--- src/logic/cpu_consts.svh ---
`ifndef CPU_CONSTS_SVH
`define CPU_CONSTS_SVH

// datapath widths
`define CPU_DATA_W 16
`define CPU_INST_W 24
`define CPU_ADDR_W 16

// first fetch address after reset
`define CPU_RESET_PC 16'h4000

// instruction lengths in bytes
// opcode only
`define CPU_LEN_1 1
// opcode plus imm8 or displacement
`define CPU_LEN_2 2
// opcode plus imm16 or direct address
`define CPU_LEN_3 3

`endif
--- src/logic/cpu_core_pkg.sv ---
package cpu_core_pkg;

	typedef enum logic [3:0] {
		PASS8,
		PASSW,
		ADD,
		SUB,
		AND,
		OR,
		XOR,
		INC,
		ADDW
	} alu_op_t;

	// reserved bits stay zero
	typedef struct packed {
		logic [3:0] reserved_hi;
		logic z;
		logic n;
		logic c;
		logic reserved_lo;
	} flags_t;

	typedef enum logic [1:0] {
		X = 2'd0,
		Y = 2'd1,
		Z = 2'd2
	} reg_idx_t;

endpackage

--- src/logic/cpu_isa_pkg.sv ---
package cpu_isa_pkg;

	typedef enum logic [7:0] {
		OP_NOP        = 8'h00,
		OP_TRAP       = 8'h01,
		OP_LD_XL_IMM  = 8'h10,
		OP_LDW_Y_IMM  = 8'h11,
		OP_LD_XL_DIR  = 8'h12,
		OP_ST_DIR_XL  = 8'h13,
		OP_STW_DIR_Y  = 8'h14,
		OP_ADD_XL_IMM = 8'h20,
		OP_SUB_XL_IMM = 8'h21,
		OP_AND_XL_IMM = 8'h22,
		OP_OR_XL_IMM  = 8'h23,
		OP_XOR_XL_IMM = 8'h24,
		OP_ADD_XL_DIR = 8'h25,
		OP_INC_XL     = 8'h26,
		OP_ADDW_Y_IMM = 8'h27,
		OP_JP_IMM     = 8'h30,
		OP_JR         = 8'h31,
		OP_JRZ        = 8'h32,
		OP_JRNZ       = 8'h33,
		OP_JRC        = 8'h34,
		OP_JRNC       = 8'h35
	} opcode_t;

	// imm8 overlays the low byte of imm16
	typedef union packed {
		logic [15:0] imm16;
		struct packed {
			logic [7:0] high;
			logic [7:0] imm8;
		} b;
	} operand_t;

	typedef struct packed {
		operand_t arg;
		opcode_t opcode;
	} inst_t;

endpackage

--- src/logic/cpu_top.sv ---
`timescale 1ns/1ps
`include "cpu_consts.svh"

module cpu_top
	import cpu_isa_pkg::*;
	import cpu_core_pkg::*;
(
	input  logic                   clk,
	input  logic                   reset,
	output logic [`CPU_ADDR_W-1:0] iread_addr,
	input  logic [`CPU_INST_W-1:0] iread_data,
	output logic [`CPU_ADDR_W-1:0] dread_addr,
	input  logic [`CPU_DATA_W-1:0] dread_data,
	output logic [`CPU_ADDR_W-1:0] dwrite_addr,
	output logic [`CPU_DATA_W-1:0] dwrite_data,
	output logic [1:0]             dwrite_en,
	output logic                   trap
);

	inst_t inst;
	inst_t next_inst;
	flags_t next_flags;

	logic [`CPU_DATA_W-1:0] x;
	logic [`CPU_DATA_W-1:0] y;

	alu_op_t alu_op;
	logic [`CPU_DATA_W-1:0] alu_a;
	logic [`CPU_DATA_W-1:0] alu_b;
	logic [`CPU_DATA_W-1:0] alu_result;
	logic alu_c;
	logic alu_n;
	logic alu_z;

	reg_idx_t reg_idx;
	logic [1:0] reg_en;
	logic [`CPU_DATA_W-1:0] reg_data;

	fetch_unit u_fetch_unit (.*);

	exec_decoder u_exec_decoder (.*);

	// z is not an operand of any kept instruction
	regfile u_regfile (.clk, .reg_idx, .reg_en, .reg_data, .x, .y, .z());

	alu u_alu (.op(alu_op), .a(alu_a), .b(alu_b), .result(alu_result),
		.c(alu_c), .n(alu_n), .z(alu_z));

endmodule

--- src/logic/exec_decoder.sv ---
`timescale 1ns/1ps
`include "cpu_consts.svh"

module exec_decoder
	import cpu_isa_pkg::*;
	import cpu_core_pkg::*;
(
	input  logic                   clk,
	input  logic                   reset,
	input  inst_t                  inst,
	input  inst_t                  next_inst,
	input  logic [`CPU_DATA_W-1:0] x,
	input  logic [`CPU_DATA_W-1:0] y,
	input  logic [`CPU_DATA_W-1:0] dread_data,
	input  logic [`CPU_DATA_W-1:0] alu_result,
	input  logic                   alu_c,
	input  logic                   alu_n,
	input  logic                   alu_z,
	output alu_op_t                alu_op,
	output logic [`CPU_DATA_W-1:0] alu_a,
	output logic [`CPU_DATA_W-1:0] alu_b,
	output reg_idx_t               reg_idx,
	output logic [1:0]             reg_en,
	output logic [`CPU_DATA_W-1:0] reg_data,
	output logic [`CPU_ADDR_W-1:0] dread_addr,
	output logic [`CPU_ADDR_W-1:0] dwrite_addr,
	output logic [`CPU_DATA_W-1:0] dwrite_data,
	output logic [1:0]             dwrite_en,
	output flags_t                 next_flags,
	output logic                   trap
);

	flags_t flags;
	logic [1:0] store_en;
	logic upd_c;
	logic upd_nz;
	logic [`CPU_DATA_W-1:0] imm8_ext;
	logic [`CPU_DATA_W-1:0] mem_byte;

	assign imm8_ext = {8'h00, inst.arg.b.imm8};
	assign mem_byte = {8'h00, dread_data[7:0]};

	// direct reads go out one cycle ahead of execute
	assign dread_addr = next_inst.arg.imm16;

	always_comb
	begin
		alu_op = PASS8;
		alu_a = x;
		alu_b = imm8_ext;
		reg_idx = X;
		reg_en = 2'b00;
		store_en = 2'b00;
		upd_c = 1'b0;
		upd_nz = 1'b0;
		dwrite_data = y;
		case (inst.opcode)
			OP_LD_XL_IMM:
			begin
				alu_a = imm8_ext;
				reg_en = 2'b01;
				upd_nz = 1'b1;
			end
			OP_LDW_Y_IMM:
			begin
				alu_op = PASSW;
				alu_a = inst.arg.imm16;
				reg_idx = Y;
				reg_en = 2'b11;
				upd_nz = 1'b1;
			end
			OP_LD_XL_DIR:
			begin
				alu_a = mem_byte;
				reg_en = 2'b01;
				upd_nz = 1'b1;
			end
			OP_ST_DIR_XL:
			begin
				dwrite_data = {8'h00, x[7:0]};
				store_en = 2'b01;
			end
			OP_STW_DIR_Y:
				store_en = 2'b11;
			OP_ADD_XL_IMM, OP_SUB_XL_IMM, OP_AND_XL_IMM, OP_OR_XL_IMM, OP_XOR_XL_IMM,
			OP_ADD_XL_DIR, OP_INC_XL:
			begin
				case (inst.opcode)
					OP_SUB_XL_IMM: alu_op = SUB;
					OP_AND_XL_IMM: alu_op = AND;
					OP_OR_XL_IMM:  alu_op = OR;
					OP_XOR_XL_IMM: alu_op = XOR;
					OP_INC_XL:     alu_op = INC;
					default:       alu_op = ADD;
				endcase
				if (inst.opcode == OP_ADD_XL_DIR)
					alu_b = mem_byte;
				reg_en = 2'b01;
				// logic ops come back from the alu with c cleared
				upd_c = 1'b1;
				upd_nz = 1'b1;
			end
			OP_ADDW_Y_IMM:
			begin
				alu_op = ADDW;
				alu_a = y;
				alu_b = inst.arg.imm16;
				reg_idx = Y;
				reg_en = 2'b11;
				upd_c = 1'b1;
				upd_nz = 1'b1;
			end
			default:
			begin
			end
		endcase
	end

	assign reg_data = alu_result;
	assign dwrite_addr = inst.arg.imm16;
	assign dwrite_en = reset ? 2'b00 : store_en;
	assign trap = !reset && inst.opcode == OP_TRAP;

	always_comb
	begin
		next_flags = flags;
		next_flags.reserved_hi = 4'h0;
		next_flags.reserved_lo = 1'b0;
		if (upd_c)
			next_flags.c = alu_c;
		if (upd_nz)
		begin
			next_flags.n = alu_n;
			next_flags.z = alu_z;
		end
	end

	always_ff @(posedge clk)
	begin
		if (reset)
			flags <= '0;
		else
			flags <= next_flags;
	end

	a_no_high_only: assert property (@(posedge clk) dwrite_en != 2'b10);
	a_quiet_in_reset: assert property (@(posedge clk) reset |-> dwrite_en == 2'b00);

endmodule

--- src/logic/fetch_unit.sv ---
`timescale 1ns/1ps
`include "cpu_consts.svh"

module fetch_unit
	import cpu_isa_pkg::*;
	import cpu_core_pkg::*;
(
	input  logic                   clk,
	input  logic                   reset,
	input  inst_t                  iread_data,
	input  flags_t                 next_flags,
	output logic [`CPU_ADDR_W-1:0] iread_addr,
	output inst_t                  inst,
	output inst_t                  next_inst
);

	// address of the word now in next_inst
	logic [`CPU_ADDR_W-1:0] pc;
	logic [`CPU_ADDR_W-1:0] next_pc;
	logic [`CPU_ADDR_W-1:0] inst_len;
	logic [`CPU_ADDR_W-1:0] disp;
	logic taken;

	assign next_inst = iread_data;
	assign disp = {{8{next_inst.arg.b.imm8[7]}}, next_inst.arg.b.imm8};

	always_comb
	begin
		case (next_inst.opcode)
			OP_LD_XL_IMM, OP_ADD_XL_IMM, OP_SUB_XL_IMM, OP_AND_XL_IMM, OP_OR_XL_IMM,
			OP_XOR_XL_IMM, OP_JR, OP_JRZ, OP_JRNZ, OP_JRC, OP_JRNC:
				inst_len = `CPU_LEN_2;
			OP_LDW_Y_IMM, OP_LD_XL_DIR, OP_ST_DIR_XL, OP_STW_DIR_Y, OP_ADD_XL_DIR,
			OP_ADDW_Y_IMM, OP_JP_IMM:
				inst_len = `CPU_LEN_3;
			default:
				inst_len = `CPU_LEN_1;
		endcase

		// flags of the instruction ahead decide the branch
		case (next_inst.opcode)
			OP_JR:   taken = 1'b1;
			OP_JRZ:  taken = next_flags.z;
			OP_JRNZ: taken = !next_flags.z;
			OP_JRC:  taken = next_flags.c;
			OP_JRNC: taken = !next_flags.c;
			default: taken = 1'b0;
		endcase

		if (reset)
			next_pc = `CPU_RESET_PC;
		else if (next_inst.opcode == OP_JP_IMM)
			next_pc = next_inst.arg.imm16;
		else if (taken)
			next_pc = pc + disp;
		else
			next_pc = pc + inst_len;
	end

	assign iread_addr = next_pc;

	always_ff @(posedge clk)
	begin
		pc <= next_pc;
		if (reset)
			inst <= {16'h0000, OP_NOP};
		else
			inst <= next_inst;
	end

	a_known_opcode: assert property (@(posedge clk) disable iff (reset)
		$past(!reset) |-> inst.opcode inside {OP_NOP, OP_TRAP, OP_LD_XL_IMM, OP_LDW_Y_IMM,
			OP_LD_XL_DIR, OP_ST_DIR_XL, OP_STW_DIR_Y, OP_ADD_XL_IMM, OP_SUB_XL_IMM,
			OP_AND_XL_IMM, OP_OR_XL_IMM, OP_XOR_XL_IMM, OP_ADD_XL_DIR, OP_INC_XL,
			OP_ADDW_Y_IMM, OP_JP_IMM, OP_JR, OP_JRZ, OP_JRNZ, OP_JRC, OP_JRNC});

endmodule

--- src/logic/regfile.sv ---
`timescale 1ns/1ps
`include "cpu_consts.svh"

module regfile
	import cpu_core_pkg::*;
(
	input  logic                   clk,
	input  reg_idx_t               reg_idx,
	input  logic [1:0]             reg_en,
	input  logic [`CPU_DATA_W-1:0] reg_data,
	output logic [`CPU_DATA_W-1:0] x,
	output logic [`CPU_DATA_W-1:0] y,
	output logic [`CPU_DATA_W-1:0] z
);

	logic [`CPU_DATA_W-1:0] regs [3];
	logic [`CPU_DATA_W-1:0] next_regs [3];

	// merge the written bytes into the current values
	always_comb
	begin
		next_regs = regs;
		if (reg_en[0])
			next_regs[reg_idx][7:0] = reg_data[7:0];
		if (reg_en[1])
			next_regs[reg_idx][15:8] = reg_data[15:8];
	end

	always_ff @(posedge clk)
		regs <= next_regs;

	assign x = regs[X];
	assign y = regs[Y];
	assign z = regs[Z];

endmodule

--- src/logic/alu.sv ---
`timescale 1ns/1ps
`include "cpu_consts.svh"

module alu
	import cpu_core_pkg::*;
(
	input  alu_op_t                op,
	input  logic [`CPU_DATA_W-1:0] a,
	input  logic [`CPU_DATA_W-1:0] b,
	output logic [`CPU_DATA_W-1:0] result,
	output logic                   c,
	output logic                   n,
	output logic                   z
);

	logic [8:0] sum8;
	logic [16:0] sum16;
	logic wide;

	always_comb
	begin
		sum8 = '0;
		sum16 = '0;
		c = 1'b0;
		case (op)
			PASSW:
				result = a;
			ADD, SUB, INC:
			begin
				// carry out of bit 7, borrow for sub
				if (op == SUB)
					sum8 = {1'b0, a[7:0]} - {1'b0, b[7:0]};
				else if (op == INC)
					sum8 = {1'b0, a[7:0]} + 9'd1;
				else
					sum8 = {1'b0, a[7:0]} + {1'b0, b[7:0]};
				result = {8'h00, sum8[7:0]};
				c = sum8[8];
			end
			AND:
				result = {8'h00, a[7:0] & b[7:0]};
			OR:
				result = {8'h00, a[7:0] | b[7:0]};
			XOR:
				result = {8'h00, a[7:0] ^ b[7:0]};
			ADDW:
			begin
				sum16 = {1'b0, a} + {1'b0, b};
				result = sum16[15:0];
				c = sum16[16];
			end
			default:
				result = {8'h00, a[7:0]};
		endcase
	end

	assign wide = (op == PASSW) || (op == ADDW);
	assign n = wide ? result[15] : result[7];
	assign z = wide ? (result == '0) : (result[7:0] == 8'h00);

endmodule

--- config.mk ---
export PLATFORM = sky130hd
export DESIGN_NAME = cpu_top
export DESIGN_NICKNAME = d
export VERILOG_FILES = /design/src/logic/cpu_core_pkg.sv /design/src/logic/cpu_isa_pkg.sv /design/src/logic/cpu_top.sv /design/src/logic/exec_decoder.sv /design/src/logic/fetch_unit.sv /design/src/logic/regfile.sv /design/src/logic/alu.sv
export VERILOG_INCLUDE_DIRS = /design/src /design/src/logic
export SDC_FILE = /design/constraint.sdc
export NUM_CORES = 1
export LEC_CHECK = 0
export ABC_CLOCK_PERIOD_IN_PS = 9900
export BUFFER_PORTS_ARGS = -buffer_cell sky130_fd_sc_hd__clkbuf_2
export CAP_MARGIN = 0
export CORE_ASPECT_RATIO = 1.5
export CORE_MARGIN = 10
export CORE_UTILIZATION = 60
export CTS_BUF_LIST = sky130_fd_sc_hd__clkbuf_8
export CTS_CLUSTER_DIAMETER = 60
export DETAILED_ROUTE_END_ITERATION = 7
export PLACE_DENSITY = 0.94
export SLEW_MARGIN = 30
export SYNTH_ARGS = -nofsm -noshare
export SYNTH_HDL_FRONTEND = slang
export SYNTH_HIERARCHICAL = 1
export SYNTH_SLANG_ARGS = --single-unit
--- constraint.sdc ---
create_clock -name clk -period 9.9 [get_ports clk]
set_clock_uncertainty 0.05 [all_clocks]
set_input_delay 0.99 -clock clk [delete_from_list [all_inputs] [get_ports clk]]
set_output_delay 0.99 -clock clk [all_outputs]
set_load 0.02 [all_outputs]
==> run metrics <==
run status finished, final reports clean; Reg2Reg Depth 29; drt pass-1 iters 5; row cnt 48; Syn Nets 897; ANT nets after route 0; GR Overflow Total 0; CP max FO 16; die footprint 16450 um^2; share of layout cells above drive strength 1 24.40%; Final Power 770.2 uW; CP Class flip-flop to output pin; Highest Clock Rate 0.1062 GHz; I/O pin cnt 109; Starting Density 60.91%; critical path required time 8860 ps; largest net degree at the start of global routing 43; power density over cell area 104.9 nW/um^2; Setup violations, final 0; routability cong. 0.9612; Clock Tree Buf Depth 2; Via density 6.468; CP endpoint iread_addr[14]; CTS tree done; Tcrit/Tclk final 95.10%; Max-slew headroom 40.87%; Syn. warnings 6; register area 1803 um^2; drt wl/cell 19.98 um; Pins Over Slew Limit 0; Multi-input gate area 4431 um^2; CP Data Arrival Time 8380 ps; clock sinks 74; number of global-route vias before repair 6297; Total GRT Usage 23.38%; area grow syn2layout 5.068%; Reg2Reg Setup Slack 1920 ps; # fillers 915; crit start category flip-flop; Clock Latency Late Sink 360 ps; synthesized area 6987 um^2; routed wire length 19620 um; Area after DPL 7053 um^2; Peak VDD IR 0.09893 mV; Final nets 920; Die Wd 108.1 um; Post-Place Cells 961; Die Height 152.2 um; HP Class flip-flop to flip-flop; post-route design area 7341 um^2; Final Hold Fails 0; clk root buf clkbuf_8; antenna cell count 0; syn avg cell area 8.690 um^2; IO Port Bufs 100; Cells after Synth 804; Worst Tran Pin Value 886.9 ps; Static Leak 3.263 nW; Max H-tree Level 3; R2R Path End u_fetch_unit/pc[14]; MaxCap Viol Count 0; initial antenna violation count 0; cts hold-fix bufs 0; DRT iter0 DRCs 509; first-pass GRT wire length 31370 um; final worst path period need 9415 ps; clk slew on worst S/H paths 80 ps; DRC viols 0; area of the core 11470 um^2; via count 6352; critical path's largest stage delay 690 ps; CP startpoint u_fetch_unit/inst[1]; CTS buffer count 9; CP Capture Type output pin; Post-DP HPWL 15080 um; CP max-delay cell o21ai_2; worst r2r src u_fetch_unit/inst[1]; Layout Cells excl Fill 982
==> power breakdown <==
group	internal, mW	switching [mW]	total, mW
combinational	0.0724	0.119	0.191
sequential	0.329	0.00902	0.338
clock	0.118	0.123	0.241
==> worst min-delay path by stage <==
stage,endpoint,cells past startpoint,from
detailed placement,u_exec_decoder/flags[3],2,u_exec_decoder/flags[3]
floorplan,u_exec_decoder/flags[3],2,u_exec_decoder/flags[3]
global placement,u_exec_decoder/flags[3],2,u_exec_decoder/flags[3]
CTS,u_exec_decoder/flags[3],2,u_exec_decoder/flags[3]
global route,u_exec_decoder/flags[3],2,u_exec_decoder/flags[3]
finish,u_exec_decoder/flags[3],2,u_exec_decoder/flags[3]
==> final cells by class <==
type | count | share of cell area (%)
Clock inverter | 7 | 1.057
Tap cell | 150 | 2.557
Timing Repair Buffer | 112 | 8.096
Sequential cell | 74 | 24.56
Clock buffer | 9 | 1.687
Multi-Input combinational cell | 597 | 60.35
Inverter | 33 | 1.687
==> metal layers <==
| metal | GRT usage [%] | wire length (um) | share of wire, % | up-vias |
|---|---|---|---|---|
| met5 | 0 | 0 | 0 | - |
| met4 | 14.56 | 1020 | 5.2 | 0 |
| met3 | 3.514 | 1266 | 6.5 | 85 |
| met2 | 41.90 | 10360 | 53 | 342 |
| met1 | 24.34 | 6971 | 36 | 2984 |
| li1 | - | - | - | 2941 |
==> critical path: cells and delay by family (launching register included) <==
family | cells | cell delay, ps
buffers and inverters | 4 | 560
multiplexers | 2 | 650
adder cells (fa/ha/maj) | 3 | 730
AO/OA/AOI/OAI | 12 | 4270
AND/OR/NAND/NOR | 7 | 1140
XOR/XNOR | 2 | 220
flip-flops | 1 | 430
==> registers in the layout, summed over array words and instances, names as in the netlist <==
register              cells
u_fetch_unit/pc          16
u_exec_decoder/flags      2
u_regfile/y              16
u_regfile/x              16
u_fetch_unit/inst        24
==> cell usage in the layout (no fill, tap or decap), types with 5 or more instances in the layout <==
cell and count:
o22ai_1 7, xnor2_1 12, nor2_1 58, and2_2 9
a21oi_1 44, and3_1 12, o211ai_1 12, nand3_1 15
buf_4 11, o21a_1 8, clkbuf_2 100, nand2b_1 5
nor2b_1 40, clkbuf_8 9, or3_1 5, nand2_1 51
a21o_1 13, edfxtp_1 32, dfxtp_1 41, and4b_1 8
a221o_2 8, and4bb_2 7, xor2_1 13, inv_1 32
and2_1 17, o21ai_0 37, mux2i_1 6, ha_1 48
mux2_2 18, nor3_1 13, a211oi_1 14, o31ai_1 7
a221o_1 10
==> what timing repair did <==
action	4_1_cts	5_1_grt
setup endpoints to repair	0	7
setup buffers	0	5
resized for setup	0	9
endpoints found under the hold margin	0	0
==> metrics by stage <==
step                      TNS (ps)  setup slack (ps)  util [%]  hold slack [ps]
after floorplan                  0              1436         -            395.6
after global placement           0             909.1     61.35            408.0
after detailed placement         0             693.1     61.49            456.2
after CTS                        0             290.8     63.24            466.6
after global routing        -82.95            -82.95     63.99            485.7
final                            0             484.8     63.99            461.5
No activity file was read; power rests on OpenSTA's default activity.
